<file path="config.mk">
export PLATFORM = sky130hd
export DESIGN_NAME = basilisk_add_unit
export DESIGN_NICKNAME = d
export VERILOG_FILES = /design/src/verilog/basilisk_pkg.sv /design/src/verilog/basilisk_add_exponent.sv /design/src/verilog/basilisk_add_normalize.sv /design/src/verilog/basilisk_add_operation.sv /design/src/verilog/basilisk_add_unit.sv
export VERILOG_INCLUDE_DIRS = /design/src /design/src/verilog
export SDC_FILE = /design/constraint.sdc
export NUM_CORES = 1
export LEC_CHECK = 0
export ABC_AREA = 1
export BUFFER_PORTS_ARGS = -buffer_cell sky130_fd_sc_hd__buf_4
export CORE_MARGIN = 2
export CORE_UTILIZATION = 60
export DETAILED_ROUTE_END_ITERATION = 16
export HOLD_SLACK_MARGIN = 0.15
export PLACE_DENSITY = 0.8
export SYNTH_ARGS = -nofsm -noshare
export SYNTH_HDL_FRONTEND = slang
export SYNTH_SLANG_ARGS = --single-unit
</file>
<file path="constraint.sdc">
create_clock -name clk -period 16.5 [get_ports clk]
set_clock_uncertainty 0.05 [all_clocks]
set_input_delay 3.3 -clock clk [delete_from_list [all_inputs] [get_ports clk]]
set_output_delay 3.3 -clock clk [all_outputs]
set_load 0.1 [all_outputs]
</file>
<file path="src/verilog/basilisk_macros.svh">
`ifndef BASILISK_MACROS_SVH
`define BASILISK_MACROS_SVH

// binary32 field widths
`define BASILISK_EXP_W 8
`define BASILISK_MAN_W 23
`define BASILISK_WORD_W (1 + `BASILISK_EXP_W + `BASILISK_MAN_W)

// biased exponent of 1.0, the largest finite exponent is twice this
`define BASILISK_BIAS 127

// destination register address of the FPU register file
`define BASILISK_REG_W 5

// significand with the hidden bit restored
`define BASILISK_SIG_W (`BASILISK_MAN_W + 1)

// carry, significand, guard, round and sticky
`define BASILISK_SUM_W (`BASILISK_SIG_W + 4)

// alignment distance, anything at or past 27 lands fully in sticky
`define BASILISK_SHIFT_W 5
`define BASILISK_SHIFT_MAX 27

`endif

</file>
<file path="src/verilog/basilisk_pkg.sv">
`default_nettype none

`include "basilisk_macros.svh"

package basilisk_pkg;

    typedef struct packed {
        logic sign;
        logic [`BASILISK_EXP_W-1:0] exponent;
        logic [`BASILISK_MAN_W-1:0] mantissa;
    } fp_fields_t;

    // the bus sees a raw word, the datapath picks it apart
    typedef union packed {
        logic [`BASILISK_WORD_W-1:0] raw;
        fp_fields_t fields;
    } fp_word_u;

    typedef struct packed {
        logic [`BASILISK_REG_W-1:0] dest_reg_addr;
        fp_word_u operand_a;
        fp_word_u operand_b;
    } add_command_t;

    typedef struct packed {
        logic [`BASILISK_REG_W-1:0] dest_reg_addr;
        logic result_sign;
        logic effective_subtract;
        logic [`BASILISK_EXP_W-1:0] large_exp;
        logic [`BASILISK_SIG_W-1:0] large_man;
        logic [`BASILISK_SIG_W-1:0] small_man;
        logic [`BASILISK_SHIFT_W-1:0] shift_dist;
        logic zero_small;
    } add_exponent_command_t;

    typedef struct packed {
        logic [`BASILISK_REG_W-1:0] dest_reg_addr;
        logic result_sign;
        logic [`BASILISK_EXP_W-1:0] large_exp;
        logic [`BASILISK_SUM_W-1:0] sum; // carry, significand, g, r, s
    } add_operation_command_t;

    typedef struct packed {
        logic [`BASILISK_REG_W-1:0] dest_reg_addr;
        fp_word_u result;
        logic overflow;
        logic inexact;
    } add_result_t;

endpackage

`default_nettype wire
</file>
<file path="src/verilog/basilisk_add_exponent.sv">
`timescale 1ns/1ps
`default_nettype none

`include "basilisk_macros.svh"

module basilisk_add_exponent (
    input logic clk,
    input logic arst_n,

    input basilisk_pkg::add_command_t cmd,
    input logic cmd_valid,
    output logic cmd_ready,

    output basilisk_pkg::add_exponent_command_t exponent_command,
    output logic exponent_valid,
    input logic exponent_ready
);

    logic [`BASILISK_EXP_W-1:0] exp_a;
    logic [`BASILISK_EXP_W-1:0] exp_b;
    logic [`BASILISK_EXP_W-1:0] exp_large;
    logic [`BASILISK_EXP_W-1:0] exp_small;
    logic [`BASILISK_EXP_W-1:0] exp_diff;
    logic [`BASILISK_SIG_W-1:0] man_a;
    logic [`BASILISK_SIG_W-1:0] man_b;
    logic zero_a;
    logic zero_b;
    logic a_larger;
    basilisk_pkg::add_exponent_command_t next_command;

    always_comb begin
        exp_a = cmd.operand_a.fields.exponent;
        exp_b = cmd.operand_b.fields.exponent;

        // a zero exponent means zero or subnormal, both become zero here
        zero_a = (exp_a == '0);
        zero_b = (exp_b == '0);
        man_a = zero_a ? '0 : {1'b1, cmd.operand_a.fields.mantissa};
        man_b = zero_b ? '0 : {1'b1, cmd.operand_b.fields.mantissa};

        a_larger = {exp_a, man_a} >= {exp_b, man_b}; // magnitude compare, ties keep a first
        exp_large = a_larger ? exp_a : exp_b;
        exp_small = a_larger ? exp_b : exp_a;
        exp_diff = exp_large - exp_small;

        next_command.dest_reg_addr = cmd.dest_reg_addr;
        next_command.result_sign = a_larger ? cmd.operand_a.fields.sign
                                            : cmd.operand_b.fields.sign;
        next_command.effective_subtract = cmd.operand_a.fields.sign ^ cmd.operand_b.fields.sign;
        next_command.large_exp = exp_large;
        next_command.large_man = a_larger ? man_a : man_b;
        next_command.small_man = a_larger ? man_b : man_a;
        next_command.zero_small = a_larger ? zero_b : zero_a;

        if (exp_diff > `BASILISK_SHIFT_MAX) begin
            next_command.shift_dist = `BASILISK_SHIFT_W'(`BASILISK_SHIFT_MAX);
        end else begin
            next_command.shift_dist = exp_diff[`BASILISK_SHIFT_W-1:0];
        end
    end

    assign cmd_ready = !exponent_valid || exponent_ready; // a full stage waits for a drain

    always_ff @(posedge clk or negedge arst_n) begin
        if (!arst_n) begin
            exponent_valid <= 1'b0;
        end else if (cmd_ready) begin
            exponent_valid <= cmd_valid;
        end
    end

    always_ff @(posedge clk) begin
        if (cmd_valid && cmd_ready) begin
            exponent_command <= next_command;
        end
    end

endmodule

`default_nettype wire

</file>
<file path="src/verilog/basilisk_add_normalize.sv">
`timescale 1ns/1ps
`default_nettype none

`include "basilisk_macros.svh"

module basilisk_add_normalize (
    input logic clk,
    input logic arst_n,

    input basilisk_pkg::add_operation_command_t operation_command,
    input logic operation_valid,
    output logic operation_ready,

    output basilisk_pkg::add_result_t res,
    output logic res_valid,
    input logic res_ready
);

    localparam int SIG_W = `BASILISK_SIG_W;
    localparam int NORM_W = `BASILISK_SUM_W - 1;
    localparam int EXP_X = `BASILISK_EXP_W + 2; // room for carry and borrow

    logic carry;
    logic [`BASILISK_SHIFT_W-1:0] lzc;
    logic [NORM_W-1:0] norm;
    logic [SIG_W-1:0] mant;
    logic g;
    logic r;
    logic s;
    logic round_up;
    logic [SIG_W:0] mant_rnd;
    logic [EXP_X-1:0] exp_norm;
    logic [EXP_X-1:0] exp_round;
    logic underflow;
    logic overflow;
    basilisk_pkg::add_result_t next_res;

    always_comb begin
        carry = operation_command.sum[`BASILISK_SUM_W-1];
        lzc = `BASILISK_SHIFT_W'(NORM_W);
        for (int i = 0; i < NORM_W; i++) begin
            if (operation_command.sum[i]) lzc = `BASILISK_SHIFT_W'(NORM_W - 1 - i); // highest one wins
        end

        norm = operation_command.sum[NORM_W-1:0] << lzc;
        if (carry) begin
            mant = operation_command.sum[`BASILISK_SUM_W-1 -: SIG_W];
            {g, r} = operation_command.sum[3:2];
            s = |operation_command.sum[1:0];
        end else begin
            mant = norm[NORM_W-1 -: SIG_W];
            {g, r, s} = norm[2:0];
        end
        exp_norm = EXP_X'(operation_command.large_exp) + EXP_X'(carry) - EXP_X'(carry ? 0 : lzc);

        round_up = g && (r || s || mant[0]); // ties go to the even neighbour
        mant_rnd = {1'b0, mant} + (SIG_W+1)'(round_up);
        exp_round = exp_norm + EXP_X'(mant_rnd[SIG_W]);

        underflow = exp_round[EXP_X-1] || exp_round == '0;
        overflow = !exp_round[EXP_X-1] && exp_round > EXP_X'(2 * `BASILISK_BIAS);

        next_res.dest_reg_addr = operation_command.dest_reg_addr;
        next_res.result.fields.sign = operation_command.result_sign;
        next_res.overflow = 1'b0;
        if (operation_command.sum == '0) begin
            next_res.result.fields.exponent = '0;
            next_res.result.fields.mantissa = '0;
            next_res.inexact = 1'b0;
        end else if (overflow) begin
            next_res.result.fields.exponent = '1; // signed infinity
            next_res.result.fields.mantissa = '0;
            next_res.overflow = 1'b1;
            next_res.inexact = 1'b1;
        end else if (underflow) begin
            next_res.result.fields.exponent = '0; // tiny results flush to signed zero
            next_res.result.fields.mantissa = '0;
            next_res.inexact = 1'b1;
        end else begin
            next_res.result.fields.exponent = exp_round[`BASILISK_EXP_W-1:0];
            next_res.result.fields.mantissa = mant_rnd[SIG_W] ? mant_rnd[SIG_W-1:1]
                                                              : mant_rnd[`BASILISK_MAN_W-1:0];
            next_res.inexact = g || r || s;
        end
    end

    assign operation_ready = !res_valid || res_ready;

    always_ff @(posedge clk or negedge arst_n) begin
        if (!arst_n) begin
            res_valid <= 1'b0;
        end else if (operation_ready) begin
            res_valid <= operation_valid;
        end
    end

    always_ff @(posedge clk) begin
        if (operation_valid && operation_ready) begin
            res <= next_res;
        end
    end

endmodule

`default_nettype wire

</file>
<file path="src/verilog/basilisk_add_operation.sv">
`timescale 1ns/1ps
`default_nettype none

`include "basilisk_macros.svh"

module basilisk_add_operation (
    input logic clk,
    input logic arst_n,

    input basilisk_pkg::add_exponent_command_t exponent_command,
    input logic exponent_valid,
    output logic exponent_ready,

    output basilisk_pkg::add_operation_command_t operation_command,
    output logic operation_valid,
    input logic operation_ready
);

    localparam int SIG_W = `BASILISK_SIG_W;
    localparam int WIDE_W = SIG_W + `BASILISK_SHIFT_MAX;

    logic [WIDE_W-1:0] wide;
    logic [SIG_W+2:0] aligned; // significand, guard, round, sticky
    logic [`BASILISK_SUM_W-1:0] large_ext;
    logic [`BASILISK_SUM_W-1:0] small_ext;
    logic [`BASILISK_SUM_W-1:0] sum;
    basilisk_pkg::add_operation_command_t next_command;

    always_comb begin
        wide = {exponent_command.small_man, {`BASILISK_SHIFT_MAX{1'b0}}}
               >> exponent_command.shift_dist;

        if (exponent_command.zero_small) begin
            aligned = '0;
        end else begin
            aligned = {wide[WIDE_W-1 -: SIG_W+2], |wide[WIDE_W-SIG_W-3:0]};
        end

        large_ext = {1'b0, exponent_command.large_man, 3'b000};
        small_ext = {1'b0, aligned};

        // the larger magnitude is first, so the difference never goes negative
        if (exponent_command.effective_subtract) begin
            sum = large_ext - small_ext;
        end else begin
            sum = large_ext + small_ext;
        end

        next_command.dest_reg_addr = exponent_command.dest_reg_addr;
        next_command.large_exp = exponent_command.large_exp;
        next_command.sum = sum;
        // exact cancellation gives +0 under round to nearest
        next_command.result_sign = exponent_command.result_sign
            && !(exponent_command.effective_subtract && sum == '0);
    end

    assign exponent_ready = !operation_valid || operation_ready;

    always_ff @(posedge clk or negedge arst_n) begin
        if (!arst_n) begin
            operation_valid <= 1'b0;
        end else if (exponent_ready) begin
            operation_valid <= exponent_valid;
        end
    end

    always_ff @(posedge clk) begin
        if (exponent_valid && exponent_ready) begin
            operation_command <= next_command;
        end
    end

endmodule

`default_nettype wire

</file>
<file path="src/verilog/basilisk_add_unit.sv">
`timescale 1ns/1ps
`default_nettype none

module basilisk_add_unit (
    input logic clk,
    input logic arst_n,

    input basilisk_pkg::add_command_t cmd,
    input logic cmd_valid,
    output logic cmd_ready,

    output basilisk_pkg::add_result_t res,
    output logic res_valid,
    input logic res_ready
);

    basilisk_pkg::add_exponent_command_t exponent_command;
    logic exponent_valid;
    logic exponent_ready;

    basilisk_pkg::add_operation_command_t operation_command;
    logic operation_valid;
    logic operation_ready;

    basilisk_add_exponent exponent_inst (
        .clk, .arst_n,
        .cmd, .cmd_valid, .cmd_ready,
        .exponent_command, .exponent_valid, .exponent_ready
    );

    basilisk_add_operation operation_inst (
        .clk, .arst_n,
        .exponent_command, .exponent_valid, .exponent_ready,
        .operation_command, .operation_valid, .operation_ready
    );

    basilisk_add_normalize normalize_inst (
        .clk, .arst_n,
        .operation_command, .operation_valid, .operation_ready,
        .res, .res_valid, .res_ready
    );

endmodule

`default_nettype wire

</file>
==> results_dict.tcl, run 1 <==
set metrics [dict create \
    yosys-top-cells-area "edfxtp_1 (32%), nand2_1 (14%), ha_1 (8.8%)" \
    area_growth_pct 11.1 \
    initial_core_util_pct 61.0 \
    synth-simple-area-share_pct 32.1 \
    postCtsSetupBuffers 0 \
    worstSetupStartpointType "register" \
    synth_mux_area_share_pct 0.210 \
    power_density_nw_per_um2 136 \
    fin_crit_sh_pct 51.1 \
    synth_seq_cells 153 \
    grt_max_degree 58 \
    worstRegToRegCells 59 \
    hp-class "reg -> reg" \
    ant_nets 0 \
    clk-insertion-delay-late_ps 440 \
    die_h_um 158 \
    relSlewSlack_pct 17.0 \
    drt_wl_total_mm 42.8 \
    drv_cap 0 \
    die_area_um2 25000 \
    clock-root-buffer "clkbuf_16" \
    vias_per_cell 5.85 \
    async_flop_share_pct 1.96 \
    synth_area_per_cell_um2 6.88 \
    syn_area_um2 14300 \
    grt_pass1_vias 12900 \
    cts_resized 0 \
    die_x_um 158 \
    syn_nets 2249 \
    holdPathStages 0 \
    vias 14400 \
    overflow 0 \
    cts_buffers 17 \
    synth_top_cell_area_share_pct 31.5 \
    status "finished, final reports clean" \
    synth_top_family_by_area "simple AND/OR/NAND/NOR gates" \
    grt_first_pass_wirelength_mm 66.8 \
    p_leak_nw 7.42 \
    seq_area_frac_synth_pct 32.1 \
    drtIter0Drc 1845 \
    synth_xor_area_share_pct 3.30 \
    cts_tree "built" \
    period_needed_ps 8440 \
    worstPathRequired_ps 16650 \
    min_from "exponent_inst.exponent_command[65]" \
    reg2reg_from "operation_inst.operation_command[1]" \
    dp_hpwl_mm 33.5 \
    max_freq_ghz 0.119 \
    dpl.cell_count 2433 \
    row_count 56 \
    fin_setup_tns_ps 0 \
    gp_congestion 0.991 \
    hold_violations 0 \
    drive_gt1_share_pct 10.0 \
    h-tree-depth 4 \
    core_area_um2 23400 \
    yosys.area_share.adder_pct 9.04 \
    cts.sinks 153 \
    instances_no_fill 2465 \
    clk_pin_slew_ps 80 \
    critical-path-max-stage-delay_ps 490 \
    path_buf_inv 7 \
    end_kind "register" \
    crit_type "reg -> reg" \
    cts_buffer_depth 2 \
    synth_edf_count 150 \
    ir_worst_vdd_uv 97.9 \
    rrSetupSlack_ps 8060 \
    grt.total_usage_pct 34.3 \
    crit_slowest_cell "edfxtp_1" \
    setup_viol 0 \
    rsz0062_at_grt "no" \
    synth_top_cell_by_area "edfxtp_1" \
    worst_ep_arrival_time_ps 8580 \
    drc 0 \
    path_delay_family "simple AND/OR/NAND/NOR gates" \
    pin_count 114 \
    synth_compound_area_share_pct 13.4 \
    holdPathEnd "operation_inst.operation_command[38]" \
    nets 2308 \
    holdBufCountCts 0 \
    syn_inst 2074 \
    cpMostUsedCell "nand2_1" \
    critical_path.max_fanout 33 \
    worst_r2r_endpoint "normalize_inst.res[15]" \
    portBuffers 113 \
    worst_pin_slew_ps 1240 \
    first_pass_iters 8 \
    yosys_warnings 0 \
    synth-main-ff-cell "edfxtp_1" \
    finalPower_w 0.00215 \
    diodes 0 \
    synth_cell_types 58 \
    report.final.slew_viol_count 0 \
    drt-wirelength-per-cell_um 17.4 \
    antenna_found_initial 0 \
]
## cell type report
cell class,instances,area (µm²)
clock buffer,17,425
sequential,153,4580
inverter,278,1040
clock inverter,15,174
timing repair buffer,124,931
multi-input combinational,1559,8310
fill,2011,7540
tap,319,399
## cells by family (layout without fill, tap and decap cells)
family,count (synthesis),after routing
AOI/OAI and AO/OA,341,341
xor gates and xnor gates,53,53
adders and majority gates,102,102
buffers and inverters,362,434
DFF,153,153
muxes,3,3
and+or+nand+nor,1060,1060
## synthesized netlist by cell type, types with 5 or more instances
library cell and count:
nor3_1 15, nor2_2 7, inv_2 15, a31oi_1 10
o31ai_1 5, nand3_2 5, nor2_4 5, xor2_1 46
edfxtp_1 150, o21ai_1 10, nand3_1 231, o21ai_0 134
o21bai_1 13, o22ai_1 32, buf_1 12, nor4_1 12
o211ai_1 9, a21oi_1 101, inv_1 261, or2_2 5
xnor2_1 6, nand4_1 31, ha_1 100, buf_2 8
nand2_2 10, nor2_1 199, clkbuf_1 58, nand2_1 527
## flip-flops by register name, indices dropped and copies added, names as in the netlist
name	flops
exponent_inst.exponent_command	69
operation_inst.operation_command	42
normalize_inst.res	39
exponent_inst.exponent_valid	1
normalize_inst.res_valid	1
operation_inst.operation_valid	1
## metal layers
layer | part of all wire (%) | GRT usage [%]
met1 | 46 | 51.7
met2 | 42 | 51.2
met3 | 10 | 5.77
met4 | 1.8 | 8.62
met5 | 0 | 0
## worst register-to-register path, delay by kind of cell (launching register included)
family                   cells  cell delay [ps]
AO/OA/AOI/OAI                6             1110
XOR/XNOR                     1              200
adder cells (fa/ha/maj)      4             1190
buffers and inverters        7              770
flip-flops                   1              490
AND/OR/NAND/NOR             41             4370
## power by group
| part | internal, W | leakage (nW) | switching [W] |
|---|---|---|---|
| combinational | 0.000301 | 5.65 | 0.000838 |
| clock | 0.000204 | 0.285 | 0.000193 |
| sequential | 0.000545 | 1.48 | 0.0000695 |
## cell usage in the layout, fill, tap and decap left out, types with 6 or more instances in the layout
master       n
nor2_1     199
xor2_1      46
buf_4      124
o21ai_1     10
edfxtp_1   150
a21oi_1     99
o21bai_1    13
nor2_2       7
nor3_1      15
o211ai_1     9
nand3_1    231
ha_1       100
a31oi_1     10
o21ai_0    134
nand2_2     10
clkbuf_16   17
nand4_1     31
o22ai_1     32
inv_1      260
nor4_1      12
inv_2       16
xnor2_1      6
nand2_1    527
## through the flow
stage               hold WS [ps]  cell area [µm²]  setup slack, ps  util (%)
floorplan                    350            14300             9010         -
global placement             352            15300             8030      65.2
detailed placement           355            15300             7880      65.2
CTS                          368            15900             8310      67.8
global route                 381            15900             7470      67.8
finish                       368            15900             8060      67.8
## worst max path at each step
stage	startpoint	endpoint	slack, ps	depth (start not counted)
3_5_place_dp	cmd[57]	exponent_inst.exponent_command[2]	7880	18
4_1_cts	cmd[57]	exponent_inst.exponent_command[2]	8310	18
5_1_grt	operation_inst.operation_command[1]	normalize_inst.res[15]	7470	59
3_3_place_gp	cmd[57]	exponent_inst.exponent_command[2]	8030	18
6_report	operation_inst.operation_command[1]	normalize_inst.res[15]	8060	59
2_1_floorplan	res_ready	cmd_ready	9010	4
Note: power is estimated with default switching activity, not from simulation.
==> run 2: changes to the inputs <==
==> constraint.sdc (replaced) <==
create_clock -name clk -period 8 [get_ports clk]
set_clock_uncertainty 0.05 [all_clocks]
set_input_delay 1.6 -clock clk [delete_from_list [all_inputs] [get_ports clk]]
set_output_delay 1.6 -clock clk [all_outputs]
set_load 0.1 [all_outputs]
==> run 2 against run 1 <==
Cell area is 0.62% higher. Flip-flop and latch count is the same. Sequential share of layout area down 0.18 points.
==> results_dict.tcl, run 2 (synthesis results as in run 1) <==
set metrics [dict create \
    report.final.slew_viol_count 0 \
    reg.largest.list "exponent_inst.exponent_command (69), operation_inst.operation_command (42), normalize_inst.res (39)" \
    first_pass_iters 6 \
    drt-wirelength-per-cell_um 17.3 \
    fin_crit_sh_pct 88.9 \
    grt_max_degree 70 \
    status "finished, final reports clean" \
    overflow 0 \
    crit_type "reg -> reg" \
    hp-class "reg -> reg" \
    dp_hpwl_mm 33.7 \
    dpl.cell_count 2439 \
    antenna_found_initial 0 \
    max_freq_ghz 0.141 \
    vias 14600 \
    ir_worst_vdd_uv 249 \
    fin_setup_tns_ps 0 \
    path_delay_family "simple AND/OR/NAND/NOR gates" \
    diodes 0 \
    clock-root-buffer "clkbuf_16" \
    initial_core_util_pct 61.0 \
    portBuffers 113 \
    path_buf_inv 5 \
    power_density_nw_per_um2 281 \
    critical_path.max_fanout 21 \
    dpl_cell_area_um2 15300 \
    gp_congestion 1.02 \
    clk_pin_slew_ps 90 \
    pin_count 114 \
    instances_no_fill 2471 \
    cpMostUsedCell "nand2_1" \
    row_count 56 \
    cts_buffer_depth 2 \
    drv_cap 0 \
    period_needed_ps 7110 \
    drtIter0Drc 1969 \
    hold_violations 0 \
    final_cell_mix "nand2_1 (527), inv_1 (260), nand3_1 (231)" \
    worstPathRequired_ps 8160 \
    area_growth_pct 11.8 \
    grt.total_usage_pct 34.3 \
    fin_hold_ws_ps 367 \
    fin_area_um2 16000 \
    clk-insertion-delay-late_ps 450 \
    rsz0062_at_grt "no" \
    worst_pin_slew_ps 1250 \
    cts_tree "built" \
    die_area_um2 25000 \
    ant_nets 0 \
    cts_buffers 17 \
    grt_pass1_vias 13300 \
    nets 2314 \
    postCtsSetupBuffers 0 \
    crit_slowest_cell "edfxtp_1" \
    vias_per_cell 5.89 \
    end_kind "register" \
    grt_first_pass_wirelength_mm 67.4 \
    worst_ep_arrival_time_ps 7270 \
    h-tree-depth 4 \
    p_leak_nw 7.46 \
    drc 0 \
    die_h_um 158 \
    cts.sinks 153 \
    drt_wl_total_mm 42.8 \
    critical-path-max-stage-delay_ps 450 \
    final_common_cell "nand2_1" \
    top_register "exponent_inst.exponent_command" \
    core_area_um2 23400 \
    worstSetupStartpointType "register" \
    largest_reg_flops 69 \
    setup_viol 0 \
    die_x_um 158 \
    drive_gt1_share_pct 10.4 \
    relSlewSlack_pct 16.2 \
]
## run 2: cell type report
cell class,count,area [µm²]
multi-input combinational,1559,8320
fill,2074,7440
sequential,153,4580
inverter,278,1040
timing repair buffer,130,988
clock buffer,17,425
tap,319,399
clock inverter,15,203
## run 2: metal layers
metal  vias to the layer above  part of all wire (%)  wire [µm]  track usage [%]
met5                         -                     0          0                0
met4                         0                   2.6       1110             10.0
met3                       114                   9.8       4190             5.06
met2                       780                    43      18500             53.4
met1                      6609                    44      19000             49.7
li1                       7049                     -          -                -
## run 2: timing repair
item	4_1_cts	5_1_grt
resized for setup	0	4
hold buffers	0	0
setup endpoints to repair	0	31
## run 2: final timing paths
check                                                     from                              endpoint  slack, ps  cells after the start
max                        operation_inst.operation_command[1]                normalize_inst.res[17]        890                     58
min                         exponent_inst.exponent_command[59]  operation_inst.operation_command[33]        370                      0
max reg2reg                operation_inst.operation_command[1]                normalize_inst.res[17]        890                     58
min reg2reg                 exponent_inst.exponent_command[59]  operation_inst.operation_command[33]        370                      0
max in group asynchronous                               arst_n        operation_inst.operation_valid       6910                      1
min in group asynchronous                               arst_n          exponent_inst.exponent_valid        890                      1
## run 2: report_power, final
part	switching [W]	total, W	internal [W]
sequential	0.000132	0.00125	0.00112
clock	0.000403	0.000858	0.000455
combinational	0.00175	0.00238	0.000632
total	0.00228	0.00449	0.00221
## run 2: stage by stage
step	total power (W)	setup WS [ps]	utilization [%]
2_1_floorplan	0.00300	1760	-
3_3_place_gp	0.00355	996	65.5
3_5_place_dp	0.00358	732	65.5
4_1_cts	0.00444	695	68.2
5_1_grt	0.00474	41.3	68.2
6_report	0.00449	891	68.2
